File: src/hw/dcache_pkg.sv
package dcache_pkg;

    // ========================================
    // Cache geometry
    // ========================================
    localparam int XLEN           = 32;                // Core word width
    localparam int LINE_W         = 128;               // Line width, four words
    localparam int N_WAYS         = 4;
    localparam int N_SETS         = 16;
    localparam int BYTES_PER_WORD = XLEN / 8;

    localparam int WAY_BITS  = $clog2(N_WAYS);         // 2
    localparam int SET_BITS  = $clog2(N_SETS);         // 4
    localparam int WORD_BITS = $clog2(LINE_W / XLEN);  // 2
    localparam int BYTE_BITS = $clog2(BYTES_PER_WORD); // 2
    localparam int TAG_BITS  = XLEN - SET_BITS - WORD_BITS - BYTE_BITS;

    // Bit positions of the address fields
    localparam int OFFS_LSB = BYTE_BITS;
    localparam int SET_LSB  = OFFS_LSB + WORD_BITS;
    localparam int TAG_LSB  = SET_LSB + SET_BITS;

    // ========================================
    // Data and address types
    // ========================================
    typedef logic [XLEN-1:0]           word_t;
    typedef logic [LINE_W-1:0]         line_t;  // Word k sits at bits [k*32 +: 32]
    typedef logic [BYTES_PER_WORD-1:0] be_t;
    typedef logic [TAG_BITS-1:0]       tag_t;
    typedef logic [SET_BITS-1:0]       set_t;
    typedef logic [WORD_BITS-1:0]      offs_t;
    typedef logic [WAY_BITS-1:0]       way_t;
    typedef logic [XLEN-1:0]           addr_t;  // Byte address

    // Controller FSM
    typedef enum logic [2:0] {
        ST_IDLE,       // Waiting for a core strobe
        ST_LOOKUP,     // Tags valid, hit or miss decided here
        ST_WB,         // Dirty victim going out
        ST_WB_DONE,
        ST_FILL,       // Line refill pending
        ST_FILL_DONE   // Install line and answer the core
    } dcache_state_e;

    // Memory request kind
    typedef enum logic {
        MEM_READ  = 1'b0,
        MEM_WRITE = 1'b1
    } mem_op_e;

endpackage

File: src/hw/dcache_tag_array.sv
module dcache_tag_array
(
    input  logic                clk_i,
    input  logic                rst_i,
    input  dcache_pkg::set_t    set_i,          // Read and write set
    input  dcache_pkg::tag_t    tag_i,          // Tag of the registered request
    input  logic                fill_we_i,      // Write tag and set valid
    input  dcache_pkg::way_t    fill_way_i,
    input  logic                dirty_we_i,
    input  dcache_pkg::way_t    dirty_way_i,
    input  logic                dirty_val_i,
    input  dcache_pkg::way_t    victim_way_i,
    output logic                hit_o,
    output dcache_pkg::way_t    hit_way_o,
    output logic                victim_dirty_o,
    output dcache_pkg::tag_t    victim_tag_o
);

    dcache_pkg::tag_t               tags_q [dcache_pkg::N_WAYS][dcache_pkg::N_SETS];
    logic [dcache_pkg::N_SETS-1:0]  valid_q [dcache_pkg::N_WAYS];
    logic [dcache_pkg::N_SETS-1:0]  dirty_q [dcache_pkg::N_WAYS];

    dcache_pkg::tag_t               rd_tag_q [dcache_pkg::N_WAYS];  // Read port registers
    logic [dcache_pkg::N_WAYS-1:0]  rd_valid_q;
    logic [dcache_pkg::N_WAYS-1:0]  rd_dirty_q;
    logic [dcache_pkg::N_WAYS-1:0]  way_hit;

    // Tag storage
    always_ff @(posedge clk_i)
    begin
        if (fill_we_i)
        begin
            tags_q[fill_way_i][set_i] <= tag_i;  // New owner of the way
        end
    end

    // Valid and dirty flags
    always_ff @(posedge clk_i)
    begin
        if (rst_i)
        begin
            for (int w = 0; w < dcache_pkg::N_WAYS; w++)
            begin
                valid_q[w] <= '0;
                dirty_q[w] <= '0;
            end
        end
        else
        begin
            if (fill_we_i)
                valid_q[fill_way_i][set_i] <= 1'b1;
            if (dirty_we_i)
                dirty_q[dirty_way_i][set_i] <= dirty_val_i;  // Clean fill clears, write sets
        end
    end

    // Synchronous read of all ways of the set
    always_ff @(posedge clk_i)
    begin
        for (int w = 0; w < dcache_pkg::N_WAYS; w++)
        begin
            rd_tag_q[w]   <= tags_q[w][set_i];
            rd_valid_q[w] <= valid_q[w][set_i];
            rd_dirty_q[w] <= dirty_q[w][set_i];
        end
    end

    // Compare and encode the hit way
    always_comb
    begin
        hit_way_o = '0;
        for (int w = 0; w < dcache_pkg::N_WAYS; w++)
        begin
            way_hit[w] = rd_valid_q[w] && (rd_tag_q[w] == tag_i);
            if (way_hit[w])
                hit_way_o = dcache_pkg::way_t'(w);  // At most one way matches
        end
    end

    assign hit_o          = |way_hit;
    assign victim_dirty_o = rd_dirty_q[victim_way_i];
    assign victim_tag_o   = rd_tag_q[victim_way_i];   // Rebuilds the write-back address

endmodule

File: config.mk
export PLATFORM = sky130hd
export DESIGN_NAME = dcache_tag_array
export DESIGN_NICKNAME = d
export VERILOG_FILES = /design/src/hw/dcache_pkg.sv /design/src/hw/dcache_tag_array.sv
export SDC_FILE = /design/constraint.sdc
export NUM_CORES = 2
export LEC_CHECK = 0
export BUFFER_PORTS_ARGS = -buffer_cell sky130_fd_sc_hd__buf_2
export CORE_ASPECT_RATIO = 0.75
export CORE_MARGIN = 8
export CORE_UTILIZATION = 60
export CTS_BUF_LIST = sky130_fd_sc_hd__clkbuf_4 sky130_fd_sc_hd__clkbuf_8
export CTS_CLUSTER_SIZE = 40
export DETAILED_ROUTE_END_ITERATION = 7
export PLACE_DENSITY = 0.76
export SYNTH_ARGS = -nofsm -noshare
export SYNTH_HDL_FRONTEND = slang
export SYNTH_SLANG_ARGS = --single-unit
File: constraint.sdc
create_clock -name clk_i -period 4.15 [get_ports clk_i]
set_input_delay 0.83 -clock clk_i [delete_from_list [all_inputs] [get_ports clk_i]]
set_output_delay 0.83 -clock clk_i [all_outputs]
set_load 0.01 [all_outputs]
# == After elaboration in Yosys (flattened, before gate mapping) ==
# Memories as Yosys holds them, arrays and structs flattened.
# Cells that the tools add are included.
# totals
register_bits,8
ram_bits,1760
input_bits,39
out_inout_bits,28
wordCells,77
n_memories,4
# memory_table
memory,words,word_bits,rd,rd_ports_with_merged_regs,wr,line,rtl
tags_q,4,384,4,0,1,dcache_tag_array.sv:19,dcache_pkg::tag_t tags_q [dcache_pkg::N_WAYS][dcache_pkg::N_SETS];
rd_tag_q,4,24,5,0,4,dcache_tag_array.sv:23,dcache_pkg::tag_t rd_tag_q [dcache_pkg::N_WAYS];
dirty_q,4,16,4,0,4,dcache_tag_array.sv:21,logic [dcache_pkg::N_SETS-1:0] dirty_q [dcache_pkg::N_WAYS];
valid_q,4,16,4,0,4,dcache_tag_array.sv:20,logic [dcache_pkg::N_SETS-1:0] valid_q [dcache_pkg::N_WAYS];
# classes
order_cmp,5
n_eq_ne,4
n_mux,52
n_bitwise,1
n_reduce_logical,9
# op_table
op,n
binary-select mux 24 bit (select 4 bit),4
2-to-1 mux 384 bit,1
2-to-1 mux 24 bit,9
demux 24 bit (select 4 bit),1
equality test 24 bit,4
2-to-1 mux 16 bit,6
binary-select mux 1 bit (select 4 bit),8
OR reduction 16 bit,2
2-to-1 mux 1 bit,17
2-to-1 mux 2 bit,4
logical AND 1 bit,6
">= comparator 5 bit, second input constant",1
"< comparator 4 x 5 -> 1 bit, second input constant",1
"< comparator 5 x 1 -> 1 bit, second input constant",1
inverter 4 -> 5 bit,1
demux 1 bit (select 4 bit),1
">= comparator 4 x 1 -> 1 bit, second input constant",1
OR reduction 4 bit,1
"< comparator 2 x 3 -> 1 bit, second input constant",1
binary-select mux 1 bit (select 2 bit),1

# == Longest topological paths before layout ==
# logic_depth
word_depth,7
mapped_depth,8
mapped_depth_nobuf,6

# == Worst setup path before layout ==
# Ideal clock, no wire load.
# synth_timing
kind,in2reg
start,input port set_i[1]
end,memory tags_q[1][216] (netlist name) (enable)
t_arrival_ns,2.957
required_time_ns,3.745
slack_ns,0.789
cell_stages,6
path_buffers,3
cell_sequence,clkbuf_1 -> clkbuf_1 -> clkbuf_1 -> and3b_1 -> nand2_1 -> nor2_1
# synth_via
elab_chain_len,6
elab_cells_between_ends,7
# synth_rtl
element,line,rtl
"start, declared",dcache_tag_array.sv:5,"input dcache_pkg::set_t set_i,"
inverter 4 -> 5 bit (implied by the code) *,dcache_tag_array.sv:33,tags_q[fill_way_i][set_i] <= tag_i;
>= comparator 5 bit (implied by the code) / < comparator 5 x 1 -> 1 bit (equally long branches),dcache_tag_array.sv:33,
logical AND 1 bit (implied by the code),dcache_tag_array.sv:33,
2-to-1 mux 24 bit (implied by the code),dcache_tag_array.sv:33,
demux 24 bit (select 4 bit) *,dcache_tag_array.sv:33,
2-to-1 mux 384 bit (implied by the code) *,dcache_tag_array.sv:33,
"end, declared",dcache_tag_array.sv:19,
# Every way passes the cells marked *; elsewhere a longest branch is shown, timed or not.

# == Final worst setup path ==
# layout_timing
start,input port tag_i[7]
end,output port hit_o
# layout_via
elab_chain_len,3
elab_cells_between_ends,9
# layout_rtl
element,line,rtl
"start, declared",dcache_tag_array.sv:6,"input dcache_pkg::tag_t tag_i,"
equality test 24 bit,dcache_tag_array.sv:74,way_hit[w] = rd_valid_q[w] && (rd_tag_q[w] == tag_i);
logical AND 1 bit,dcache_tag_array.sv:74,
OR reduction 4 bit *,dcache_tag_array.sv:80,assign hit_o = |way_hit;
"end, declared",dcache_tag_array.sv:13,"output logic hit_o,"
# Marks and branches as above.

==> flow_summary.yaml <==
run_status:
  outcome: "complete, no violations"
route:
  drc_errors: 0
  finalWirelength_mm: 172.9
  first_pass_iters: 5
  post_drt_via_cell_ratio: 6.667
  dr_wl_cell_um: 34.20
  ant_nets: 0
  initialDrtViolationCount: 4838
  dr_total_vias: 33720
placement:
  place_area_um2: 71410
  io_buffer_count: 66
  dp_hpwl_mm: 101.8
  gp_congestion: 0.9399
clock_network:
  cts.sink_count: 1768
  cts_post_setup_buffers_inserted: 0
  clock_tree.root_cell: "clkbuf_8"
  tritoncts_clock_tree: "done"
  tritoncts.num_buffers: 276
  clock_path_buffers: 4
  cts_hold_buffers: 0
  ctsHtreeMaxLevel: 5
  clkLatencyLatePin_ns: 0.98
  cts.clk_slew.worst_paths_ns: 0.06
pwr:
  clock_network_fraction_of_design_power_pct: 39.1
  sum_of_internal_switching_and_leakage_power_mw: 36.49
  power.internal_mw: 28.52
  swShare_pct: 21.85
  max-vdd-ir-drop_v: 0.0003291
  p_leak_nw: 24.43
  pwr_density_cell_nw_per_um2: 475.4
  switching_power_mw: 7.974
  power_frac_comb_pct: 5.7
  power_frac_seq_pct: 55.2
die:
  fp.dieH_um: 307.6
  core_region_area_um2: 113000
  fp.dieW_um: 404.7
  initial_core_utilization_pct: 60.18
  number_of_cell_rows: 107
  io-pin-count: 67
  floorplan.die_area_um2: 124500
worst_setup_path:
  cp_data_arrival_time_ns: 3.17
  worstSetupEndpoint: "hit_o"
  timing.rr.end: "rd_tag_q[1][10]$_DFF_P_"
  rr_worst_depth: 2
  r2r_slack_ns: 2.50
  timing.critical_path.from_type: "input pin"
  path_class: "input pin to output port"
  crit_required_ns: 3.32
  timing.critical_path.to_type: "output port"
  timing.critical_path.fanout_max: 33
  r2r_start: "tags_q[1][82]$_DFFE_PP_"
  startpoint: "tag_i[7]"
final_layout:
  post-route-util_pct: 67.94
  drive_gt1_share_pct: 37.59
  summed_area_of_non_filler_cells_in_the_final_layout_um2: 76770
  syn2layout_area_growth_pct: 12.90
  layout.filler_cells: 6753
  finish.net_count: 3366
  multi_input_area_um2: 15540
  area.sequential_um2: 52050
synth:
  mappedNetlistNets: 3031
  avgSynthCellArea_um2: 22.73
  synth-main-ff-cell: "edfxtp_1"
  synth-simple-area-share_pct: 2.241
  synth_top_family_by_area: "multiplexers"
  synth.top_cells.by_area: "edfxtp_1, mux4_2, dfxtp_1"
  synth_compound_area_share_pct: 0.8390
  synth.distinct_cells: 30
  post-synth-top-area-cell: "edfxtp_1"
  synth_mux_area_share_pct: 18.05
  adder_cell_fraction_of_synth_area_pct: 0
  synthMostInstantiatedCell: "edfxtp_1"
  synthDominantCellAreaShare_pct: 73.48
  yosys_register_bits: 1768
  synth_area_um2: 68000
  yosys.area_share.xor_xnor_pct: 1.236
  synth-async-reset-ratio_pct: 0
  synth.top_cells.by_count: "edfxtp_1, mux4_2, nor2_1"
  yosysWarningCount: 0
  synth-seq-area-share_pct: 76.54
  synth_enable_flop_cells: 1664
  mapped_cells: 2992
job:
  max-cap-violations: 0
grt:
  grt_usage_pct: 27.78
  number_of_antenna_violations_at_the_first_check_in_global_routing: 15
  grt_start_max_net_pins: 129
  grt_pass1_wl_mm: 243.4
  first_global_vias: 33790
  grt.overflow.total: 0
timing:
  worst-slew-pin-transition_ns: 1.303
  fin_crit_sh_pct: 96.47
  unrepaired_setup_endpoints_after_global_routing: "no"
  fin_crit_ns: 4.003
  max-slew-margin-rel_pct: 13.13
  finalHoldViolations: 0
  achievable-frequency_mhz: 249.8
  clock-skew-final_ns: 0.04356
  setup-tns-final_ns: 0
  final_max_slew_viol_count: 0
  finalSetupViolCount: 0
hold_path:
  hold_path_class: "input pin to flop"
## how the worst min path moves through the flow
stage | start | endpoint | slack (ns) | cells after the start
2_1_floorplan | dirty_q[0][2]$_SDFFCE_PN0P_ | rd_dirty_q[0]$_DFF_P_ | 0.74 | 2
3_3_place_gp | tags_q[2][91]$_DFFE_PP_ | rd_tag_q[2][19]$_DFF_P_ | 0.75 | 2
3_5_place_dp | tags_q[1][40]$_DFFE_PP_ | rd_tag_q[1][16]$_DFF_P_ | 0.75 | 2
4_1_cts | tag_i[11] | tags_q[2][371]$_DFFE_PP_ | 0.20 | 1
5_1_grt | tag_i[11] | tags_q[2][251]$_DFFE_PP_ | 0.24 | 1
6_report | tag_i[11] | tags_q[2][251]$_DFFE_PP_ | 0.28 | 1
## layer usage
metal,track usage (%),wire length (um),vias to the layer above
met5,0,27,-
li1,-,-,13220
met4,9.157,5013,4
met2,39.73,76950,2450
met1,40.59,65530,17710
met3,9.873,25420,334
## critical path: stages
cell	delay, ns
buf_2	0.47
buf_4	0.43
xor2_1	0.11
nor4_1	0.46
nand4_1	0.26
nand4_1	0.37
buf_2	0.21
## flip-flops by register name, summed over array words and instances (netlist names)
name	flops
rd_valid_q	4
tags_q	1536
dirty_q	64
rd_dirty_q	4
valid_q	64
rd_tag_q	96
## through the flow
step	std cells	hold WS, ns	setup WS (ns)
finish	5057	0.2846	0.1465
global route	5050	0.2365	0.09576
CTS	5046	0.2027	0.09690
detailed placement	4575	0.7534	0.1748
global placement	4575	0.7520	0.2127
floorplan	2992	0.7408	0.7886
## final cells by class
class	instances	area share [%]
clock buffer	412	6.498
antenna	11	0.03586
multi-input combinational	1052	20.24
clock inverter	59	0.4433
sequential	1768	67.80
tap	1526	2.487
inverter	2	0.009779
timing repair buffer	227	2.490
## timing repair
action | in CTS | in global routing
resized for setup | 1 | 1
pin swaps | 0 | 0
gates cloned | 0 | 0
setup endpoints to repair | 1 | 1
endpoints found under the hold margin | 0 | 0
## cells in the final DEF (no fill, tap or decap), drive strengths merged, types with 17 or more instances in the layout
cell type / netlist / routed
o21bai: 64 / 64
xnor2: 52 / 52
nand4: 17 / 17
xor2: 44 / 44
nor2: 179 / 179
clkinv: 0 / 50
clkbuf: 113 / 413
or2: 52 / 52
edfxtp: 1664 / 1664
buf: 57 / 226
nand2: 39 / 39
dfxtp: 104 / 104
a21oi: 17 / 17
mux4: 545 / 545
## logic make-up (layout without fill, tap and decap cells)
family                 after synthesis  count (layout)
AO/OA/AOI/OAI                       82              82
XOR/XNOR                            96              96
buffers and inverters              172             700
flip-flops                        1768            1768
multiplexers                       545             545
other                                0              11
AND/OR/NAND/NOR                    329             329
## power groups by stage
stage	combinational, mW	sequential [mW]	clock, mW
floorplan	1.21	20.3	0
global placement	2.00	20.5	0
detailed placement	2.06	20.5	0
CTS	2.07	20.1	14.4
global route	2.18	20.1	15.2
finish	2.09	20.1	14.3
No activity file was read; power rests on OpenSTA's default activity.
