File: src/hw/dcache_pkg.sv
package dcache_pkg;

    // ========================================
    // Cache geometry
    // ========================================
    localparam int XLEN           = 32;                // Core word width
    localparam int LINE_W         = 128;               // Line width, four words
    localparam int N_WAYS         = 4;
    localparam int N_SETS         = 16;
    localparam int BYTES_PER_WORD = XLEN / 8;

    localparam int WAY_BITS  = $clog2(N_WAYS);         // 2
    localparam int SET_BITS  = $clog2(N_SETS);         // 4
    localparam int WORD_BITS = $clog2(LINE_W / XLEN);  // 2
    localparam int BYTE_BITS = $clog2(BYTES_PER_WORD); // 2
    localparam int TAG_BITS  = XLEN - SET_BITS - WORD_BITS - BYTE_BITS;

    // Bit positions of the address fields
    localparam int OFFS_LSB = BYTE_BITS;
    localparam int SET_LSB  = OFFS_LSB + WORD_BITS;
    localparam int TAG_LSB  = SET_LSB + SET_BITS;

    // ========================================
    // Data and address types
    // ========================================
    typedef logic [XLEN-1:0]           word_t;
    typedef logic [LINE_W-1:0]         line_t;  // Word k sits at bits [k*32 +: 32]
    typedef logic [BYTES_PER_WORD-1:0] be_t;
    typedef logic [TAG_BITS-1:0]       tag_t;
    typedef logic [SET_BITS-1:0]       set_t;
    typedef logic [WORD_BITS-1:0]      offs_t;
    typedef logic [WAY_BITS-1:0]       way_t;
    typedef logic [XLEN-1:0]           addr_t;  // Byte address

    // Controller FSM
    typedef enum logic [2:0] {
        ST_IDLE,       // Waiting for a core strobe
        ST_LOOKUP,     // Tags valid, hit or miss decided here
        ST_WB,         // Dirty victim going out
        ST_WB_DONE,
        ST_FILL,       // Line refill pending
        ST_FILL_DONE   // Install line and answer the core
    } dcache_state_e;

    // Memory request kind
    typedef enum logic {
        MEM_READ  = 1'b0,
        MEM_WRITE = 1'b1
    } mem_op_e;

endpackage

File: src/hw/dcache_fifo_repl.sv
module dcache_fifo_repl
(
    input  logic                clk_i,
    input  logic                rst_i,
    input  dcache_pkg::set_t    set_i,
    input  logic                advance_i,   // One fill completed in set_i
    output dcache_pkg::way_t    victim_o
);

    dcache_pkg::way_t cnt_q [dcache_pkg::N_SETS];  // Next way to replace, per set

    always_ff @(posedge clk_i)
    begin
        if (rst_i)
        begin
            for (int s = 0; s < dcache_pkg::N_SETS; s++)
            begin
                cnt_q[s] <= '0;
            end
        end
        else if (advance_i)
        begin
            cnt_q[set_i] <= cnt_q[set_i] + 1'b1;  // Wraps after the last way
        end
    end

    // Registered read like the arrays
    always_ff @(posedge clk_i)
    begin
        victim_o <= cnt_q[set_i];
    end

endmodule

File: config.mk
export PLATFORM = sky130hd
export DESIGN_NAME = dcache_fifo_repl
export DESIGN_NICKNAME = d
export VERILOG_FILES = /design/src/hw/dcache_pkg.sv /design/src/hw/dcache_fifo_repl.sv
export SDC_FILE = /design/constraint.sdc
export NUM_CORES = 1
export LEC_CHECK = 0
export ABC_AREA = 0
export BUFFER_PORTS_ARGS = -buffer_cell sky130_fd_sc_hd__buf_2
export CORE_MARGIN = 2
export CORE_UTILIZATION = 45
export CTS_CLUSTER_SIZE = 25
export DETAILED_ROUTE_END_ITERATION = 6
export SLEW_MARGIN = 30
export SYNTH_ARGS = -nofsm -noshare
export SYNTH_HDL_FRONTEND = slang
export SYNTH_SLANG_ARGS = --single-unit
File: constraint.sdc
create_clock -name clk_i -period 2.4 [get_ports clk_i]
set_input_delay 0.72 -clock clk_i [delete_from_list [all_inputs] [get_ports clk_i]]
set_output_delay 0.72 -clock clk_i [all_outputs]
set_load 0.01 [all_outputs]
Yosys cells after proc, flatten, opt, wreduce, memory -nomap -nowiden
Memory sizes are Yosys's and may differ from the RTL's.
Index checks and enable logic that the tools add are counted.

storage, ports and cells
  register bits = 2
  RAM bits = 32
  input bits = 7
  output and inout bits = 2
  logic and storage cells = 12
  memories = 1

operators by class
  $add $sub $neg = 1
  multiplexer cells = 8
  reduce and logical (&&, ||, !) cells = 1

memories
  memory  depth  width  rd ports  clocked after memory_dff  wr ports  RTL line                text
  cnt_q   16     2      1         0                         16        dcache_fifo_repl.sv:10  dcache_pkg::way_t cnt_q [dcache_pkg::N_SETS];

operators by type and width
  cell                                                            number
  1-bit two-way mux                                               6
  4-bit two-way mux                                               1
  2-bit by 1-bit adder with 2-bit output (second input constant)  1
  2-bit two-way mux                                               1
  2-bit OR reduction                                              1

Depth between registers and ports, before layout
Gate-level depths: netlist of the first run.

  depth in word-level cells = 5
  mapped depth = 6
  gate-level depth less buffers = 4

Worst setup path before layout of the first run
OpenSTA, ideal clock, no wires.

  kind = input port to flip-flop
  start point = in set_i[2]
  end point = mem cnt_q[0][1] (netlist name) (data pin)
  data arrival time = 1.988 ns
  required time = 2.140 ns
  path slack = 0.152 ns
  cell stages on the path = 5
  path buffers = 1
  path through = buf_2 mux4_2 mux2_4 xor2_4 nor2_1

RTL lines
  element      RTL line                text
  from (decl)  dcache_fifo_repl.sv:5   input dcache_pkg::set_t set_i,
  to (decl)    dcache_fifo_repl.sv:10

==> results of run 1 <==
==> metrics by stage <==
stage | setup slack [ns] | util (%) | instances
after CTS | 0.2012 | 52.78 | 194
final | 0.2122 | 52.78 | 194
after floorplan | 0.1520 | - | 128
after global placement | -0.09218 | 50.58 | 186
after global routing | 0.1163 | 52.78 | 194
after detailed placement | -0.1064 | 50.58 | 186
==> power by group <==
part	switching (W)	internal (W)	leakage, nW
registers	0.00000697	0.000675	0.348
logic	0.0000942	0.0000746	0.365
clock network	0.000195	0.000199	0.0426
total	0.000296	0.000948	0.755
==> per-layer routing <==
metal / vias up / part of all wire, %
met5: - / 0
met4: 0 / 1.8
met3: 5 / 2.9
met2: 16 / 48
met1: 497 / 47
li1: 492 / -
==> layout make-up <==
cell class,instances,area [sq um]
flip-flops and latches,34,1001
multi-input cells,87,696.9
repair buffers,17,107.6
well taps,48,60.06
clock buffers,6,72.57
fillers,338,1742
clock inverters,2,8.758
==> worst paths after layout <==
check,endpoint,slack (ns),depth (start not counted)
worst max-delay path,cnt_q[13][1],0.21,5
worst min-delay path,victim_o[1],0.78,2
worst max register to register,cnt_q[13][1],0.56,4
worst min register to register,victim_o[1],0.95,4
==> logic make-up after synthesis <==
family / after synthesis / share of synthesized area (%)
XOR/XNOR: 2 / 3.172
buffers and inverters: 7 / 2.163
multiplexers: 14 / 17.23
AND/OR/NAND/NOR: 71 / 19.75
flip-flops: 34 / 57.68
==> registers in the layout (all words and copies together), names as in the netlist <==
register,cells
cnt_q,32
victim_o,2
==> worst max-delay path, stage by stage <==
cell    delay (ns)
buf_2         0.21
mux4_1        0.61
mux2_4        0.32
xor2_4        0.28
nor2_1        0.08
==> placed cells by master (no fill, tap or decap), drive strengths merged, types with 3 or more instances in the layout <==
master	instances
buf	17
clkbuf	6
edfxtp	32
mux2	3
mux2i	3
mux4	8
nand2	12
nand2b	16
nand3	4
nor2	33
==> PnR_summary.wiki, run 1 <==
{| class="wikitable"
! Metric !! Value
|-
| Final wirelength || approximately 3.1 mm
|-
| Relative slew slack || ~73%
|-
| Initial antenna violation count || 0
|-
| Max-slew violations || 0
|-
| Dominant cell type by area after synthesis || edfxtp_1
|-
| Proportion of layout cells with a drive suffix above 1 || between 20% and 30%
|-
| Clock buffer count from CTS || 5
|-
| Critical path fanouts, max || 8
|-
| Final nets || ~150
|-
| Pleak || between 0.7 and 0.8 nW
|-
| Post-route ant nets || 0
|-
| Placeable core region || ~3700 sq um
|-
| Max Buffers Root-to-Sink || 2
|-
| Io pins || 9
|-
| Summed negative setup slack over all endpoints || 0 ns
|-
| Post-CTS Hold Buffers || 0
|-
| Data required time at the worst endpoint || approximately 2.4 ns
|-
| M1 GR Usage || a little over a fifth
|-
| Via density per instance || approximately 5.2
|-
| Antenna Cells || 0
|-
| Vias after detailed routing || ~1000
|-
| Total track usage || roughly 17%
|-
| Post-detailed-route wirelength per cell || 15.78 um
|-
| Synthesis-to-finish area growth || 12.18%
|-
| Mapped Avg Cell Area || ~14 sq um
|-
| Fmax achieved || ~460 MHz
|-
| Sum of overflow across all layers after global routing || 0
|-
| Clock root cell || clkbuf_8
|-
| Instance area at placement || between 1500 and 2000 sq um
|-
| Num Clock Sinks || 34
|-
| Leading cell types by total area after synthesis || edfxtp_1 (55%), mux4_1 (9.1%), nor2_1 (7.1%)
|-
| Depth of the CTS H-tree || 2
|-
| Die Y || ~66 um
|-
| Summed instance area of the synthesized netlist || roughly 1700 sq um
|-
| Most used flip-flop cell after synthesis || edfxtp_1
|-
| Vias in the first global route || ~1100
|-
| Synthesized netlist cell count || 128
|-
| Clock slew seen by the registers of the worst setup and hold paths || roughly 0.060 ns
|-
| Global-route wire length before repair || approximately 5.1 mm
|-
| Count of routing violations after the opening detailed-route iteration || 37
|-
| Yosys top cell area share || a little under three fifths
|-
| Slew at the pin closest to its max-slew limit || between 0.4 and 0.5 ns
|-
| Layer with the highest usage || met2
|-
| Run status || completed
|-
| IO buf count || 8
|-
| Number of placement rows || 22
|-
| Leading post-synthesis cells by instance count || nor2_1 (33), edfxtp_1 (32), nand2b_1 (16)
|-
| Die Span X || between 60 and 70 um
|-
| Setup repair bufs after CTS || 0
|-
| Pin count of the biggest net entering global routing || 21
|-
| Final worst-path cycle share || between 90% and 100%
|-
| CTS tree || done
|-
| Critical path class || in2reg
|-
| Most frequent cell after synthesis || nor2_1
|-
| Post-synth net total || between 100 and 150
|-
| Clk_lat worst skew || ~0.28 ns
|-
| Cell variety after synth || 21
|-
| Half-perimeter wire length after detailed placement || roughly 2.3 mm
|-
| Final clock skew || about 0.0046 ns
|-
| Class of the tightest hold or removal check || in2reg
|-
| Number of warnings printed during yosys synthesis || 0
|-
| Die area || roughly 4400 sq um
|-
| GR Layer Usage met2 || a little over a quarter
|-
| Setup repair after global routing missed its margin || false
|-
| Starting utilization of the core area || 47.05%
|-
| Detailed-route DRC error count || 0
|-
| Final weighted congestion in routability-driven placement || about 0.75
|-
| Worst hold-check slack || around 0.78 ns
|-
| Number of endpoints with negative hold slack in the final report || 0
|-
| Number of synthesized register bits || 34
|-
| Setup-failing EPs final || 0
|-
| Reg-to-reg startpoint || cnt_q[11][0]
|-
| Startpoint class of the critical path || input port
|-
| Met3 Use GR || between 4 and 5%
|-
| P per Cell Area || ~640 nW/um^2
|-
| Total non-filler cell area in the finished layout || roughly 1900 sq um
|-
| Sequential-to-total area share from yosys stat || 57.68%
|-
| Drt pass-1 iters || 4
|-
| Worst vdd rail ir drop || around 0.43 mV
|-
| Share of async-settable or async-resettable flops after synthesis || 0%
|-
| Worst min-delay path startpoint || set_i[3]
|-
| Resized cells post-CTS || 0
|-
| Total Power || roughly 0.0012 W
|-
| # Max-Cap Violations || 0
|-
| Worst Setup SP || set_i[1]
|-
| Kind of end point of the critical path || register
|-
| Time the final worst path needs with I/O delays and setup || between 2 and 2.5 ns
|-
| CP Data Arrival Time || between 2 and 2.5 ns
|-
| EDFF count, synth || 32
|}
Power figures use the tool's default switching activity.
==> inputs of run 2 (changes only) <==
==> constraint.sdc (replaced) <==
create_clock -name clk_i -period 2 [get_ports clk_i]
set_input_delay 0.6 -clock clk_i [delete_from_list [all_inputs] [get_ports clk_i]]
set_output_delay 0.6 -clock clk_i [all_outputs]
set_load 0.01 [all_outputs]
==> PnR_summary.wiki, run 2 (synthesized netlist as in run 1, its figures left out) <==
{| class="wikitable"
! Metric !! Value
|-
| Run status || completed
|-
| Critical path fanouts, max || 8
|-
| Startpoint class of the critical path || input port
|-
| Final nets || approximately 160
|-
| Vias in the first global route || approximately 1100
|-
| Post-detailed-route wirelength per cell || between 15 and 20 um
|-
| Time the final worst path needs with I/O delays and setup || 1.916 ns
|-
| Leading cell type in the layout, fill and taps excluded || nor2_1
|-
| Worst vdd rail ir drop || approximately 0.46 mV
|-
| Class of the tightest hold or removal check || in2reg
|-
| Max FFs per register || 32
|-
| Worst Setup SP || set_i[1]
|-
| Proportion of layout cells with a drive suffix above 1 || a little under a third
|-
| IO buf count || 8
|-
| Post-route ant nets || 0
|-
| Reg-to-reg startpoint || cnt_q[12][0]
|-
| Total track usage || between 10% and 20%
|-
| Non-filler instance count after layout || around 200
|-
| Critical path class || in2reg
|-
| Reg2reg setup slack || 0.21 ns
|-
| Die Y || approximately 66 um
|-
| Synthesis-to-finish area growth || 17.38%
|-
| # Max-Cap Violations || 0
|-
| Final worst-path cycle share || ~96%
|-
| Count of cells along the worst register-to-register path || 4
|-
| Clock root cell || clkbuf_8
|-
| Drt pass-1 iters || 4
|-
| Final standard cell utilization of the core || a little under three fifths
|-
| Detailed-route DRC error count || 0
|-
| Kind of end point of the critical path || register
|-
| Die Span X || 66.10 um
|-
| Die area || 4369 sq um
|-
| Vias after detailed routing || 1065
|-
| Worst Hold Path Cells || 2
|-
| Summed negative setup slack over all endpoints || 0 ns
|-
| CTS tree || done
|-
| Final wirelength || approximately 3.1 mm
|-
| Number of endpoints with negative hold slack in the final report || 0
|-
| Relative slew slack || approximately 74%
|-
| Pleak || just under 0.8 nW
|-
| Num Clock Sinks || 34
|-
| Final clock skew || around 0.0072 ns
|-
| Final weighted congestion in routability-driven placement || slightly above 0.8
|-
| Count of routing violations after the opening detailed-route iteration || 50
|-
| Register ranked first by flip-flop count || cnt_q
|-
| CP Data Arrival Time || between 1.5 and 2 ns
|-
| Slew at the pin closest to its max-slew limit || ~0.38 ns
|-
| Placeable core region || 3689 sq um
|-
| Number of placement rows || 22
|-
| Setup-failing EPs final || 0
|-
| Capture point of the worst reg-to-reg path || cnt_q[15][1]
|-
| Depth of the CTS H-tree || 2
|-
| Number of fill cells || around 330
|-
| Half-perimeter wire length after detailed placement || 2.372 mm
|-
| Antenna Cells || 0
|-
| Io pins || 9
|-
| Initial antenna violation count || 0
|-
| Global-route wire length before repair || 5.195 mm
|-
| Setup repair after global routing missed its margin || false
|-
| Clk_lat worst skew || around 0.28 ns
|-
| Total Power || between 0.0015 and 0.002 W
|-
| Clock slew seen by the registers of the worst setup and hold paths || 0.07 ns
|-
| Sum of overflow across all layers after global routing || 0
|-
| Pin count of the biggest net entering global routing || 14
|-
| Worst setup endpoint || cnt_q[15][1]
|-
| Starting utilization of the core area || 47.05%
|-
| Fmax achieved || around 520 MHz
|-
| Most used cells in the layout excluding fill and tap cells || nor2_1 (33), edfxtp_1 (32), buf_4 (18)
|-
| Post-CTS Hold Buffers || 0
|-
| Registers with the most flip-flops || cnt_q: 32 flops, victim_o: 2 flops
|-
| Via density per instance || about 5.2
|-
| Clock buffer count from CTS || 5
|-
| Data required time at the worst endpoint || between 2 and 2.5 ns
|-
| Max Buffers Root-to-Sink || 2
|-
| Count of placed standard cells including taps || 195
|-
| P per Cell Area || just over 800 nW/um^2
|-
| Max-slew violations || 0
|}
## run 2: cell count changes in the layout (fill, tap and decap cells not counted), moves of 2 or more
| cell | before | now |
|---|---|---|
| buf_2 | 8 | 6 |
| mux4_1 | 6 | 2 |
| mux4_2 | 2 | 6 |
| buf_4 | 9 | 18 |
## run 2: worst max-delay path: stages
cell	delay, ns
buf_6	0.13
mux4_1	0.57
mux2_4	0.32
xor2_4	0.26
nor2_1	0.07
## run 2: cell type report
cell class | instances | area, sq um | area share [%]
sequential | 34 | 1001 | 49.14
tap | 48 | 60.06 | 2.948
clock buffer | 6 | 72.57 | 3.563
timing repair buffer | 26 | 183.9 | 9.029
clock inverter | 2 | 37.54 | 1.843
multi-input combinational | 87 | 681.9 | 33.48
## run 2: routing by layer
layer | share of wire [%] | vias up | global-route usage (%)
met5 | 0 | - | 0
met4 | 1.5 | 0 | 6.888
met3 | 3.5 | 4 | 4.600
met2 | 49 | 21 | 26.13
met1 | 46 | 533 | 22.32
li1 | - | 507 | -
## run 2: worst min-delay path by stage
stage	start	endpoint	slack [ns]
3_3_place_gp	cnt_q[5][1]	victim_o[1]	0.92
6_report	set_i[3]	victim_o[1]	0.66
3_5_place_dp	cnt_q[5][1]	victim_o[1]	0.93
4_1_cts	set_i[3]	victim_o[1]	0.65
2_1_floorplan	cnt_q[0][1]	victim_o[1]	0.78
5_1_grt	set_i[3]	victim_o[1]	0.67
## run 2: stage by stage
step,hold slack (ns),setup WS (ns),area (sq um)
floorplan,0.7797,-0.03319,1730
global placement,0.9205,-0.3074,1918
detailed placement,0.9334,-0.3463,1918
CTS,0.6517,0.03331,2031
global route,0.6658,0.02723,2037
finish,0.6633,0.08432,2037
## run 2: power by group
| part | internal [W] | leakage (nW) | switching (W) |
|---|---|---|---|
| Sequential | 0.000809 | 0.348 | 0.00000899 |
| Combinational | 0.0000974 | 0.387 | 0.000114 |
| Clock | 0.000372 | 0.0514 | 0.000248 |
## run 2: timing repair
action | 4_1_cts | 5_1_grt
buffers inserted | 0 | 0
resized for setup | 1 | 2
endpoints found under the setup margin | 9 | 3
