--- src/hw/dcache_pkg.sv ---
package dcache_pkg;

    // ========================================
    // Cache geometry
    // ========================================
    localparam int XLEN           = 32;                // Core word width
    localparam int LINE_W         = 128;               // Line width, four words
    localparam int N_WAYS         = 4;
    localparam int N_SETS         = 16;
    localparam int BYTES_PER_WORD = XLEN / 8;

    localparam int WAY_BITS  = $clog2(N_WAYS);         // 2
    localparam int SET_BITS  = $clog2(N_SETS);         // 4
    localparam int WORD_BITS = $clog2(LINE_W / XLEN);  // 2
    localparam int BYTE_BITS = $clog2(BYTES_PER_WORD); // 2
    localparam int TAG_BITS  = XLEN - SET_BITS - WORD_BITS - BYTE_BITS;

    // Bit positions of the address fields
    localparam int OFFS_LSB = BYTE_BITS;
    localparam int SET_LSB  = OFFS_LSB + WORD_BITS;
    localparam int TAG_LSB  = SET_LSB + SET_BITS;

    // ========================================
    // Data and address types
    // ========================================
    typedef logic [XLEN-1:0]           word_t;
    typedef logic [LINE_W-1:0]         line_t;  // Word k sits at bits [k*32 +: 32]
    typedef logic [BYTES_PER_WORD-1:0] be_t;
    typedef logic [TAG_BITS-1:0]       tag_t;
    typedef logic [SET_BITS-1:0]       set_t;
    typedef logic [WORD_BITS-1:0]      offs_t;
    typedef logic [WAY_BITS-1:0]       way_t;
    typedef logic [XLEN-1:0]           addr_t;  // Byte address

    // Controller FSM
    typedef enum logic [2:0] {
        ST_IDLE,       // Waiting for a core strobe
        ST_LOOKUP,     // Tags valid, hit or miss decided here
        ST_WB,         // Dirty victim going out
        ST_WB_DONE,
        ST_FILL,       // Line refill pending
        ST_FILL_DONE   // Install line and answer the core
    } dcache_state_e;

    // Memory request kind
    typedef enum logic {
        MEM_READ  = 1'b0,
        MEM_WRITE = 1'b1
    } mem_op_e;

endpackage

--- src/hw/dcache_ctrl.sv ---
module dcache_ctrl
(
    input  logic                    clk_i,
    input  logic                    rst_i,
    input  logic                    p_strobe_i,
    input  logic                    rw_i,             // Registered request, 1 is write
    input  logic                    hit_i,
    input  dcache_pkg::way_t        hit_way_i,
    input  dcache_pkg::way_t        victim_i,
    input  logic                    victim_dirty_i,
    input  dcache_pkg::tag_t        victim_tag_i,
    input  dcache_pkg::set_t        set_i,
    input  dcache_pkg::line_t       victim_line_i,
    input  dcache_pkg::addr_t       fill_addr_i,
    input  logic                    m_ready_i,
    output logic                    p_ready_o,
    output logic                    fill_o,
    output dcache_pkg::way_t        way_sel_o,
    output logic                    data_we_o,
    output logic                    fill_we_o,
    output logic                    dirty_we_o,
    output logic                    dirty_val_o,
    output logic                    advance_o,
    output logic                    m_strobe_o,
    output dcache_pkg::mem_op_e     m_rw_o,
    output dcache_pkg::addr_t       m_addr_o,
    output dcache_pkg::line_t       m_data_o
);

    dcache_pkg::dcache_state_e state_q, state_d;

    logic lookup_hit;
    logic wb_enter;
    logic fill_enter;

    // ========================================
    // State machine
    // ========================================
    always_ff @(posedge clk_i)
    begin
        if (rst_i)
            state_q <= dcache_pkg::ST_IDLE;
        else
            state_q <= state_d;
    end

    always_comb
    begin
        state_d = state_q;  // Hold while memory stalls
        case (state_q)
            dcache_pkg::ST_IDLE:
                if (p_strobe_i)
                    state_d = dcache_pkg::ST_LOOKUP;
            dcache_pkg::ST_LOOKUP:
                if (hit_i)
                    state_d = dcache_pkg::ST_IDLE;
                else if (victim_dirty_i)
                    state_d = dcache_pkg::ST_WB;    // Evict first
                else
                    state_d = dcache_pkg::ST_FILL;
            dcache_pkg::ST_WB:
                if (m_ready_i)
                    state_d = dcache_pkg::ST_WB_DONE;
            dcache_pkg::ST_WB_DONE:
                state_d = dcache_pkg::ST_FILL;
            dcache_pkg::ST_FILL:
                if (m_ready_i)
                    state_d = dcache_pkg::ST_FILL_DONE;
            dcache_pkg::ST_FILL_DONE:
                state_d = dcache_pkg::ST_IDLE;
            default:
                state_d = dcache_pkg::ST_IDLE;
        endcase
    end

    // Array and core controls
    assign lookup_hit  = (state_q == dcache_pkg::ST_LOOKUP) && hit_i;
    assign fill_o      = (state_q == dcache_pkg::ST_FILL_DONE);
    assign p_ready_o   = lookup_hit || fill_o;
    assign way_sel_o   = lookup_hit ? hit_way_i : victim_i;  // Victim during a miss
    assign data_we_o   = (lookup_hit && rw_i) || fill_o;      // Write hit or install
    assign fill_we_o   = fill_o;
    assign dirty_we_o  = data_we_o;
    assign dirty_val_o = rw_i;                                 // Write-allocate leaves it dirty
    assign advance_o   = fill_o;

    // ========================================
    // Memory request
    // ========================================
    assign wb_enter   = (state_d == dcache_pkg::ST_WB) && (state_q != dcache_pkg::ST_WB);
    assign fill_enter = (state_d == dcache_pkg::ST_FILL) && (state_q != dcache_pkg::ST_FILL);

    always_ff @(posedge clk_i)
    begin
        if (rst_i)
        begin
            m_strobe_o <= 1'b0;
            m_rw_o     <= dcache_pkg::MEM_READ;
        end
        else
        begin
            m_strobe_o <= wb_enter || fill_enter;  // Single pulse per request
            if (wb_enter)
                m_rw_o <= dcache_pkg::MEM_WRITE;
            else if (fill_enter)
                m_rw_o <= dcache_pkg::MEM_READ;
        end
    end

    // Address and line held until the next request
    always_ff @(posedge clk_i)
    begin
        if (wb_enter)
        begin
            m_addr_o <= {victim_tag_i, set_i, {dcache_pkg::SET_LSB{1'b0}}};
            m_data_o <= victim_line_i;
        end
        else if (fill_enter)
        begin
            m_addr_o <= {fill_addr_i[dcache_pkg::XLEN-1:dcache_pkg::SET_LSB],
                         {dcache_pkg::SET_LSB{1'b0}}};  // Line aligned
        end
    end

endmodule

--- config.mk ---
export PLATFORM = sky130hd
export DESIGN_NAME = dcache_ctrl
export DESIGN_NICKNAME = d
export VERILOG_FILES = /design/src/hw/dcache_pkg.sv /design/src/hw/dcache_ctrl.sv
export SDC_FILE = /design/constraint.sdc
export NUM_CORES = 1
export LEC_CHECK = 0
export BUFFER_PORTS_ARGS = -buffer_cell sky130_fd_sc_hd__buf_4
export CAP_MARGIN = 20
export CORE_AREA = 2 2 145 147
export CTS_CLUSTER_DIAMETER = 120
export CTS_CLUSTER_SIZE = 20
export DETAILED_ROUTE_END_ITERATION = 12
export DIE_AREA = 0 0 147 149
export PLACE_DENSITY_LB_ADDON = 0.1
export SLEW_MARGIN = 20
export SYNTH_ARGS = -nofsm -noshare
export SYNTH_HDL_FRONTEND = slang
export SYNTH_SLANG_ARGS = --single-unit
--- constraint.sdc ---
create_clock -name clk_i -period 7.2 [get_ports clk_i]
set_input_delay 1.08 -clock clk_i [delete_from_list [all_inputs] [get_ports clk_i]]
set_output_delay 1.08 -clock clk_i [all_outputs]
set_load 0.1 [all_outputs]
Yosys cells after proc, flatten, opt, wreduce, memory -nomap -nowiden
Cells that the tools add are included.
{"block": "classes", "addsub": 0, "mul": 0, "div": 0, "order_cmp": 0, "eq_ne": 9, "shift": 0, "mux": 11, "n_bitwise": 0, "n_reduce_logical": 9}
{"operator": "$mux W32", "n": 2}
{"operator": "$mux W3", "n": 5}
{"operator": "$pmux W3 S5", "n": 1}
{"operator": "$eq A3 B2 Y1 const B", "n": 3}
{"operator": "$eq A3 B3 Y1 const B", "n": 3}
{"operator": "$logic_and A1 B1 Y1", "n": 4}
{"operator": "$eq A3 B1 Y1 const B", "n": 1}
{"operator": "$logic_not A3 Y1", "n": 1}
{"operator": "$logic_or A1 B1 Y1", "n": 3}
{"operator": "$ne A3 B2 Y1 const B", "n": 1}
{"operator": "$ne A3 B3 Y1 const B", "n": 1}
{"operator": "$mux W1", "n": 2}
{"operator": "$mux W2", "n": 1}
{"operator": "$reduce_bool A2 Y1", "n": 1}
{"block": "totals", "register_bits": 161, "latchBits": 0, "ramBits": 0, "mem_bits_ro": 0, "inputBits": 199, "memories": 0}

Longest topological paths before layout
Gate-level depths: netlist of the first run.
{"block": "logic_depth", "word_depth": 7, "ltp_mapped": 5, "mapped_depth_nobuf": 3}

Worst setup path before layout of the first run
OpenSTA, ideal clock, no wires.
{"block": "synth_path", "path_type": "input-to-reg", "start": "input hit_i", "end": "register m_data_o[0], enable pin", "setup_ns": 0.481, "arrival_time_ns": 4.325, "required_ns": 6.719, "path_slack_ns": 2.393, "path_stages": 4, "path_buffers": 2, "path_cell_list": "or4b_4 -> buf_6 -> buf_8 -> inv_1"}
{"block": "synth_between", "elab_chain_cells": 4}
{"item": "from (decl)", "line": "dcache_ctrl.sv:7", "source": "input logic hit_i,"}
{"item": "$mux W3", "line": "dcache_ctrl.sv:55", "source": "if (hit_i)"}
{"item": "$pmux W3 S5", "line": "dcache_ctrl.sv:50", "source": "case (state_q)"}
{"item": "$eq A3 B2 Y1", "line": "dcache_ctrl.sv:90", "source": "assign wb_enter = (state_d == dcache_pkg::ST_WB) && (state_q != dcache_pkg::ST_WB);"}
{"item": "$logic_and A1 B1 Y1", "line": "dcache_ctrl.sv:90"}
{"item": "via wb_enter", "line": "dcache_ctrl.sv:33", "source": "logic wb_enter;"}
{"item": "to (signal assigned)", "line": "dcache_ctrl.sv:116", "source": "m_data_o <= victim_line_i;"}
{"item": "to (decl)", "line": "dcache_ctrl.sv:27", "source": "output dcache_pkg::line_t m_data_o"}
The timed path passes the listed nets, and every way through them passes these cells.
A chain may end at the register's enable or synchronous reset.

Worst setup path after layout of the first run
{"block": "layout_path", "start": "input hit_i", "end": "register m_data_o[88], enable pin"}
The elaborated chain is that of the path after synthesis.

==> summary.md, run 1 <==
| Metric | Value |
|---|---|
| Worst VDD drop | `0.129 mV` |
| Slowest stage cell, crit path | `buf_4` |
| Max Cap Viol | `0` |
| Slew @ Worst Pin | `0.894 ns` |
| Vert. Die Dim | `~150 microns` |
| Ant diodes | `0` |
| Sequential share of power | `between 40% and 50%` |
| Setup TNS | `0 ns` |
| FILL cells | `between 1.5k and 2k` |
| Core Region | `20600 sq um` |
| PostCTS Resize Cnt | `0` |
| Detailed Place HPWL | `between 10000 and 15000 microns` |
| Critical path class | `in2reg` |
| Antenna violations before repair | `0` |
| Cell breakdown of the critical path | `buf_4, or4b_4, inv_4, buf_4` |
| Clock transition at path regs | `roughly 0.070 ns` |
| Die Area | `~22000 sq um` |
| Total wire length | `approximately 15000 microns` |
| Final hold violation count | `0` |
| Pwr Density | `248 nW/um^2` |
| DR vias/cell | `3.94` |
| Post-CTS setup buffers | `0` |
| CP max FO | `70` |
| Max_slew headroom | `between 40% and 50%` |
| R2R Setup Slk | `about 3.9 ns` |
| CTS buffer count | `17` |
| Commonest cells after routing, fill and taps aside | `363 x buf_4, 156 x edfxtp_1, 27 x mux2_4, 17 x clkbuf_16, 6 x nor2_1` |
| Status | `finished, final reports clean` |
| Hold/Removal Path Class | `reg2reg` |
| Post-synthesis register bit count | `approximately 160` |
| Mean Syn Cell Area | `between 20 and 25 sq um` |
| H-tree levels | `4` |
| Clock Path Buffers | `2` |
| Unrepaired setup endpoints after global routing | `false` |
| Period utilisation layout | `around 49%` |
| Net Sw Frac | `between 20% and 30%` |
| Post-CTS Hold Fix Bufs | `0` |
| Vias | `around 3.5k` |
| I/O pin count | `370` |
| Worst path required time | `around 7.2 ns` |
| Total placed cells including tap cells | `860` |
| Pins Over Slew Limit | `0` |
| Die extent in x | `147 microns` |
| Area grow syn2layout | `64.1%` |
| Leakage power | `3.82 nW` |
| Max Clk Rate | `between 200 and 300 MHz` |
| Largest net degree at the start of global routing | `71` |
| Initial DRC count | `111` |
| Mapped Cells | `roughly 230` |
| Gr ovfl total | `0` |
| Setup violators final | `0` |
| Max incr delay on CP | `between 0.7 and 0.8 ns` |
| Global-route wire length before repair | `21400 microns` |
| Worst-Skew Late Latency | `approximately 0.42 ns` |
| Root Buffer | `clkbuf_16` |
| Fin nets | `around 800` |
| IO buf count | `roughly 360` |
| Routed WL per cell | `between 15 and 20 microns` |
| Worst setup SP type | `primary input` |
| Final Skew | `about 0.010 ns` |
| Ys Warns | `0` |
| Commonest non-fill, non-tap cell in the layout | `buf_4` |
| Met2 wire len | `8160 microns` |
| Finished Layout Cells | `892` |
| Cell-internal power | `roughly 0.0016 W` |
| Final Total Pwr | `0.00225 W` |
| Sw Pwr | `around 0.00060 W` |
| Unique cell type count in the Yosys netlist | `25` |
| Vias in the first global route | `3578` |
| CTS sink cnt | `about 160` |
| Post-Syn Area | `~5500 sq um` |
| CP Buf/Inv Count | `3` |
| Starting Density | `26.8%` |
| Routed met1 length | `between 5000 and 6000 microns` |
| Metal3 WL | `around 1800 microns` |
| Clock Power Share | `roughly two fifths` |
| Gr usage total | `a little over an eighth` |
| Top delay family on crit path | `buffers and inverters` |
| Worst Setup End Kind | `flip-flop` |
| Sequential fraction of the synthesis area | `~87%` |
| Logic pwr share | `between 10% and 20%` |
| Area of the multi-input gates | `~600 sq um` |
| Register area | `roughly 4800 sq um` |
| WP data arrival | `3.56 ns` |
| Row count | `53` |
| CTS tree | `yes` |
| # DRC | `0` |
| Most frequent CP cell | `buf_4` |
| Antenna-violating nets left | `0` |
| DR pass1 iterations | `4` |
| Minimum clock period | `between 3 and 4 ns` |
| Layout cells sized above 1 | `between 60% and 70%` |
| DR top layer | `met4` |
| Routability cong. | `0.750` |
[synth_stat cells]
cell type  count  area share, %
o21ai_0        1          0.091
mux2_4        27            7.3
nand2_1        2           0.14
buf_12         2           0.73
mux2i_1        1           0.18
or4b_4         1           0.25
clkbuf_1       1          0.068
a21oi_1        4           0.36
buf_6          1           0.20
edfxtp_1     156             85
or2b_1         1           0.14
conb_1         1          0.068
o21bai_1       1           0.14
nor3_1         2           0.18
o22a_1         1           0.16
nor2_1         7           0.48
dfxtp_1        5            1.8
buf_4          8            1.1
inv_1          2           0.14
nand2b_4       1           0.25
and2b_1        1           0.14
mux2_2         3           0.61
buf_8          1           0.27
nor3b_1        1           0.14
or3_1          1           0.11
[per-stage QoR]
step | instance area (sq um) | utilization (%) | hold WS (ns) | setup slack [ns]
CTS | 9050 | 44.0 | 0.474 | 3.69
global placement | 8470 | 41.2 | 0.461 | 3.28
detailed placement | 8470 | 41.2 | 0.464 | 3.24
floorplan | 5530 | - | 0.485 | 2.39
finish | 9050 | 44.0 | 0.474 | 3.68
global route | 9050 | 44.0 | 0.527 | 3.56
[flip-flops by register name, summed over array words and instances (netlist names)]
signal,count
m_data_o,128
m_addr_o,28
state_q,3
m_rw_o,1
m_strobe_o,1
[per-layer routing]
metal / GRT usage [%] / vias up
met5: 0 / -
met4: 3.85 / 0
met3: 7.19 / 15
met2: 24.3 / 230
met1: 13.4 / 1621
li1: - / 1645
[layout make-up]
cell class	instances	share of cell area [%]
Sequential cell	161	52.8
Timing Repair Buffer	363	30.1
Inverter	2	0.111
Clock inverter	15	1.74
Clock buffer	17	4.70
Tap cell	275	3.80
Multi-Input combinational cell	59	6.72
[power by group through the flow]
stage               registers [W]  clock network [W]  logic [W]
floorplan                 0.00122                  0  0.0000629
global placement          0.00108                  0   0.000316
detailed placement        0.00108                  0   0.000318
CTS                       0.00106           0.000905   0.000318
global route              0.00106           0.000941   0.000327
finish                    0.00106           0.000873   0.000315
[tightest hold or removal path, stage by stage (launching register included)]
cell and delay, ns:
dfxtp_1 0.31, o21ai_0 0.06, a21oi_1 0.06
[final timing paths]
kind / startpoint / cells after the start / to
worst max register to register: state_q[1] / 4 / m_data_o[88]
worst max-delay path: hit_i / 4 / m_data_o[88]
worst min-delay path: m_rw_o / 2 / m_rw_o
worst min register to register: m_rw_o / 2 / m_rw_o
[kinds of logic after synthesis]
kind of cell	Yosys count	synth area share, %
flops	161	86.7
buf+inv	15	2.49
simple gates	17	1.81
mux	31	8.14
compound gates	7	0.748
other cells	1	0.0680
No activity file was read; power rests on OpenSTA's default activity.
==> run 2, diff against run 1 <==
CORE_AREA = 2 2 144 146   (was 2 2 145 147)
DIE_AREA = 0 0 146 148   (was 0 0 147 149)
clock period = 3.6 ns   (was 7.2 ns; I/O delays follow)
==> run 2 against run 1 <==
Against the previous run:
- hold slack worse by 0.18 ns
- non-clock buffer count up 5
- worst setup slack worse by 2.8 ns
- register-to-register slack worse by 3.0 ns
- cell area up 1.3%
- critical endpoint is now m_data_o[8]
==> summary.md, run 2 (synthesis results as in run 1) <==
| Metric | Value |
|---|---|
| Status | `finished, final reports clean (unchanged)` |
| IO buf count | `361 (unchanged)` |
| Hold/Removal Path Class | `in2reg (was reg2reg)` |
| Root Buffer | `clkbuf_16 (unchanged)` |
| Final hold violation count | `0 (unchanged)` |
| Die Area | `21600 sq um (was 21900 sq um)` |
| Critical path class | `reg2reg (was in2reg)` |
| Unrepaired setup endpoints after global routing | `false (unchanged)` |
| Vias in the first global route | `3751 (was 3578)` |
| PostCTS Resize Cnt | `0 (unchanged)` |
| Max Cap Viol | `0 (unchanged)` |
| Max Clk Rate | `between 300 and 400 MHz` |
| # DRC | `0 (unchanged)` |
| Top delay family on crit path | `buffers and inverters (unchanged)` |
| Commonest non-fill, non-tap cell in the layout | `buf_4 (unchanged)` |
| Routability cong. | `0.730 (was 0.750)` |
| Clock transition at path regs | `0.06 ns (was 0.07 ns)` |
| Period utilisation layout | `around three quarters` |
| DR vias/cell | `4.04 (was 3.94)` |
| Worst path required time | `3.76 ns (was 7.24 ns)` |
| Clock Path Buffers | `2 (unchanged)` |
| Antenna-violating nets left | `0 (unchanged)` |
| Pwr Density | `505 nW/um^2 (was 248 nW/um^2)` |
| Dpl ws | `0.682 ns (was 3.24 ns)` |
| FILL cells | `1833 (was 1928)` |
| Minimum clock period | `2.69 ns` |
| Setup TNS | `0 ns (unchanged)` |
| Reg with most FFs | `m_data_o (unchanged)` |
| Die extent in x | `146 microns (was 147 microns)` |
| Cell breakdown of the critical path | `nand2b_4, or4b_4, clkinvlp_4, buf_4 (was buf_4, or4b_4, inv_4, buf_4)` |
| Detailed Place HPWL | `12200 microns (was 12000 microns)` |
| Layout cells sized above 1 | `69.6% (was 69.5%)` |
| Gr usage total | `13.7% (was 13.4%)` |
| WP data arrival | `2.84 ns (was 3.56 ns)` |
| Row count | `52 (was 53)` |
| Initial DRC count | `158 (was 111)` |
| Final Skew | `0.00622 ns (was 0.0100 ns)` |
| Biggest regs | `m_data_o (128), m_addr_o (28), state_q (3) (unchanged)` |
| Max_slew headroom | `49.2% (was 40.4%)` |
| Total wire length | `15200 microns (was 15300 microns)` |
| Vias | `3600 (was 3511)` |
| CTS tree | `yes (unchanged)` |
| Slowest stage cell, crit path | `clkinvlp_4 (was buf_4)` |
| Gr ovfl total | `0 (unchanged)` |
| Max reg flops | `128 (unchanged)` |
| Core Region | `20000 sq um (was 20600 sq um)` |
| Worst VDD drop | `0.264 mV (was 0.129 mV)` |
| Fin nets | `808 (was 803)` |
| I/O pin count | `370 (unchanged)` |
| Slew @ Worst Pin | `0.760 ns (was 0.894 ns)` |
| Global-route wire length before repair | `21900 microns (was 21400 microns)` |
| Worst Setup End Kind | `flip-flop (unchanged)` |
| Final Util | `45.8% (was 44.0%)` |
| Max incr delay on CP | `0.80 ns (was 0.79 ns)` |
| Largest net degree at the start of global routing | `33 (was 71)` |
| Vert. Die Dim | `148 microns (was 149 microns)` |
| Ant diodes | `0 (unchanged)` |
| Worst-Skew Late Latency | `0.41 ns (was 0.42 ns)` |
| Commonest cells after routing, fill and taps aside | `365 x buf_4, 156 x edfxtp_1, 27 x mux2_4, 17 x clkbuf_16, 6 x nor2_1 (was 363 x buf_4, 156 x edfxtp_1, 27 x mux2_4, 17 x clkbuf_16, 6 x nor2_1)` |
| H-tree levels | `4 (unchanged)` |
| Antenna violations before repair | `0 (unchanged)` |
| Post-CTS Hold Fix Bufs | `0 (unchanged)` |
| Setup WS post-layout | `0.912 ns (was 3.68 ns)` |
| Starting Density | `27.5% (was 26.8%)` |
| CTS buffer count | `17 (unchanged)` |
| Routed WL per cell | `17.1 microns (about the same)` |
| Pins Over Slew Limit | `0 (unchanged)` |
| Setup violators final | `0 (unchanged)` |
| CP Buf/Inv Count | `2 (was 3)` |
| Leakage power | `3.87 nW (was 3.82 nW)` |
| Area grow syn2layout | `66.3% (was 64.1%)` |
| DR pass1 iterations | `4 (unchanged)` |
| CP max FO | `32 (was 70)` |
| Final Total Pwr | `0.00463 W (was 0.00225 W)` |
| Post-CTS setup buffers | `0 (unchanged)` |
| CTS sink cnt | `161 (unchanged)` |
| Worst setup SP type | `flip-flop (was primary input)` |
## run 2: cell count changes in the layout (fill, tap and decap cells not counted)
cell       delta
buf_12        +3
buf_4         +2
bufinv_16     +2
clkinv_2      -2
clkinv_1      +1
inv_4         -1
## run 2: cell type report
class                   count  area (sq um)  share of cell area (%)
flip-flops and latches    161          4780                    52.2
repair buffers            368          2800                    30.5
multi-input cells          59           608                    6.63
clock buffers              17           425                    4.64
well taps                 270           338                    3.68
clock inverters            15           204                    2.22
inverters                   2          11.3                   0.123
## run 2: stage by stage
| step | instances | instance area [sq um] | hold WS (ns) |
|---|---|---|---|
| 2_1_floorplan | 235 | 5530 | 0.485 |
| 3_3_place_gp | 860 | 8540 | 0.465 |
| 3_5_place_dp | 860 | 8540 | 0.470 |
| 4_1_cts | 892 | 9170 | 0.271 |
| 5_1_grt | 892 | 9170 | 0.264 |
| 6_report | 892 | 9170 | 0.296 |
## run 2: path summary, 6_finish.rpt
| path | slack (ns) | from | depth (start not counted) | to |
|---|---|---|---|---|
| min reg2reg | 0.48 | m_rw_o | 2 | m_rw_o |
| max reg2reg | 0.91 | state_q[1] | 4 | m_data_o[8] |
| max | 0.91 | state_q[1] | 4 | m_data_o[8] |
| min | 0.30 | victim_line_i[78] | 1 | m_data_o[78] |
## run 2: metal layers
layer	up-vias	share of wire [%]	global-route usage (%)
met1	1712	34	13.4
met3	21	9.5	6.20
li1	1650	-	-
met5	-	0	0
met2	217	55	25.4
met4	0	1.9	5.10
## run 2: worst register-to-register path, delay by kind of cell, from the launching register on
| family | cells | cell delay (ns) |
|---|---|---|
| simple gates | 2 | 0.70 |
| flops | 1 | 0.43 |
| buf+inv | 2 | 1.29 |
## run 2: report_power, final
part	switching, W	internal [W]
combinational	0.000411	0.000225
sequential	0.0000133	0.00211
clock	0.000766	0.00111
total	0.00119	0.00344
==> run 3, diff against run 2 <==
clock period = 2.5 ns   (was 3.6 ns; I/O delays follow)
==> run 3 against run 2 <==
Against the previous run:
- via count shrank 0.14%
- largest power group unchanged
- cell count is the same
- first-iteration DRC count increased by 32%
- worst setup slack got worse by 0.64 ns
- hold slack got worse by 0.17 ns
- combinational power up 44%
- die area did not move
- routed wire length increased by 3.0%
- sequential share of layout area up 0.092 points
- critical endpoint is now way_sel_o[1]
- count of clock-buffer cells in the layout is the same
- critical path depth unchanged
==> summary.md, run 3 (synthesis results as in run 1) <==
| Metric | Value |
|---|---|
| Status | `finished, final reports clean (unchanged)` |
| Vias in the first global route | `3680 (was 3751)` |
| Worst VDD drop | `0.423 mV (was 0.264 mV)` |
| Final Util | `45.7% (was 45.8%)` |
| Max reg flops | `128 (unchanged)` |
| Starting Density | `27.5% (unchanged)` |
| Worst path required time | `2.12 ns (was 3.76 ns)` |
| H-tree levels | `4 (unchanged)` |
| Max Clk Rate | `~450 MHz` |
| CTS sink cnt | `161 (unchanged)` |
| Gr usage total | `14.2% (was 13.7%)` |
| Ant diodes | `0 (unchanged)` |
| Minimum clock period | `between 2 and 2.5 ns` |
| Setup violators final | `0 (unchanged)` |
| Area grow syn2layout | `66.0% (was 66.3%)` |
| Core Region | `20000 sq um (unchanged)` |
| Clock transition at path regs | `0.07 ns (was 0.06 ns)` |
| Post-CTS setup buffers | `0 (unchanged)` |
| Gr ovfl total | `0 (unchanged)` |
| Post-CTS Hold Fix Bufs | `0 (unchanged)` |
| Antenna-violating nets left | `0 (unchanged)` |
| Biggest regs | `m_data_o (128), m_addr_o (28), state_q (3) (unchanged)` |
| CTS buffer count | `17 (unchanged)` |
| Max Cap Viol | `0 (unchanged)` |
| PostCTS Resize Cnt | `0 (unchanged)` |
| Vert. Die Dim | `148 microns (unchanged)` |
| Pwr Density | `720 nW/um^2 (was 505 nW/um^2)` |
| Leakage power | `3.87 nW (about the same)` |
| Vias | `3595 (was 3600)` |
| Layout cells sized above 1 | `69.9% (was 69.6%)` |
| Worst-Skew Late Latency | `0.42 ns (was 0.41 ns)` |
| DR vias/cell | `4.03 (was 4.04)` |
| Worst setup SP type | `flip-flop (unchanged)` |
| CTS tree | `yes (unchanged)` |
| Worst Setup End Kind | `output port (was flip-flop)` |
| Row count | `52 (unchanged)` |
| Final Skew | `0.0129 ns (was 0.00622 ns)` |
| Root Buffer | `clkbuf_16 (unchanged)` |
| Reg with most FFs | `m_data_o (unchanged)` |
| IO buf count | `361 (unchanged)` |
| DR pass1 iterations | `4 (unchanged)` |
| Die extent in x | `146 microns (unchanged)` |
| # DRC | `0 (unchanged)` |
| Global-route wire length before repair | `22400 microns (was 21900 microns)` |
| Critical path class | `reg2out (was reg2reg)` |
| Commonest non-fill, non-tap cell in the layout | `buf_4 (unchanged)` |
| I/O pin count | `370 (unchanged)` |
| Detailed Place HPWL | `12400 microns (was 12200 microns)` |
| Initial DRC count | `208 (was 158)` |
| R2R Setup Slk | `0.40 ns (was 0.91 ns)` |
| Largest net degree at the start of global routing | `39 (was 33)` |
| Routed WL per cell | `17.6 microns (was 17.1 microns)` |
| Pins Over Slew Limit | `0 (unchanged)` |
| Fin nets | `808 (unchanged)` |
| Period utilisation layout | `89.1%` |
| Commonest cells after routing, fill and taps aside | `365 x buf_4, 156 x edfxtp_1, 27 x mux2_4, 17 x clkbuf_16, 6 x nor2_1 (unchanged)` |
| Die Area | `21600 sq um (unchanged)` |
| Routability cong. | `0.772 (was 0.730)` |
| Hold_ws | `0.126 ns (was 0.296 ns)` |
| Final hold violation count | `0 (unchanged)` |
| Unrepaired setup endpoints after global routing | `false (unchanged)` |
| Antenna violations before repair | `0 (unchanged)` |
| CP max FO | `7 (was 32)` |
| Hold/Removal Path Class | `in2reg (unchanged)` |
| Clock Path Buffers | `2 (unchanged)` |
| Total wire length | `15700 microns (was 15200 microns)` |
| WP data arrival | `1.85 ns (was 2.84 ns)` |
run 3: final cells by class:
type | count | area [sq um]
Clock buffer | 17 | 425
Fill cell | 1812 | 10900
Clock inverter | 15 | 184
Inverter | 2 | 11.3
Multi-Input combinational cell | 59 | 613
Timing Repair Buffer | 368 | 2800
Tap cell | 270 | 338
Sequential cell | 161 | 4790
run 3: path summary, 6_finish.rpt:
check	from	to	depth (start not counted)
setup / recovery	state_q[1]	way_sel_o[1]	4
hold / removal	victim_line_i[40]	m_data_o[40]	1
setup reg to reg	state_q[1]	m_data_o[118]	4
hold reg to reg	state_q[1]	state_q[1]	2
run 3: layer usage:
| layer | track usage, % | vias up | wire length (microns) |
|---|---|---|---|
| li1 | - | 1653 | - |
| met1 | 14.4 | 1696 | 5320 |
| met2 | 25.7 | 223 | 8510 |
| met3 | 5.80 | 23 | 1510 |
| met4 | 6.31 | 0 | 357 |
| met5 | 0 | - | 0 |
run 3: critical path, cell delays in order (launching register included):
cell	delay, ns
dfxtp_2	0.35
nand2b_4	0.16
nor3b_1	0.31
mux2_2	0.38
buf_4	0.23
run 3: stage by stage:
step	setup TNS, ns	setup WS (ns)	area, sq um	power [W]	instances
floorplan	-82.66	-0.641	5530	0.00369	235
global placement	0	0.368	8550	0.00403	860
detailed placement	0	0.340	8550	0.00404	860
CTS	0	0.236	9160	0.00668	892
global route	0	0.168	9160	0.00683	892
finish	0	0.273	9160	0.00660	892
run 3: power breakdown:
part	leakage [nW]	internal [W]	total (W)	switching (W)
logic	2.11	0.000324	0.000917	0.000593
registers	1.46	0.00303	0.00305	0.0000194
clock network	0.295	0.00144	0.00263	0.00119
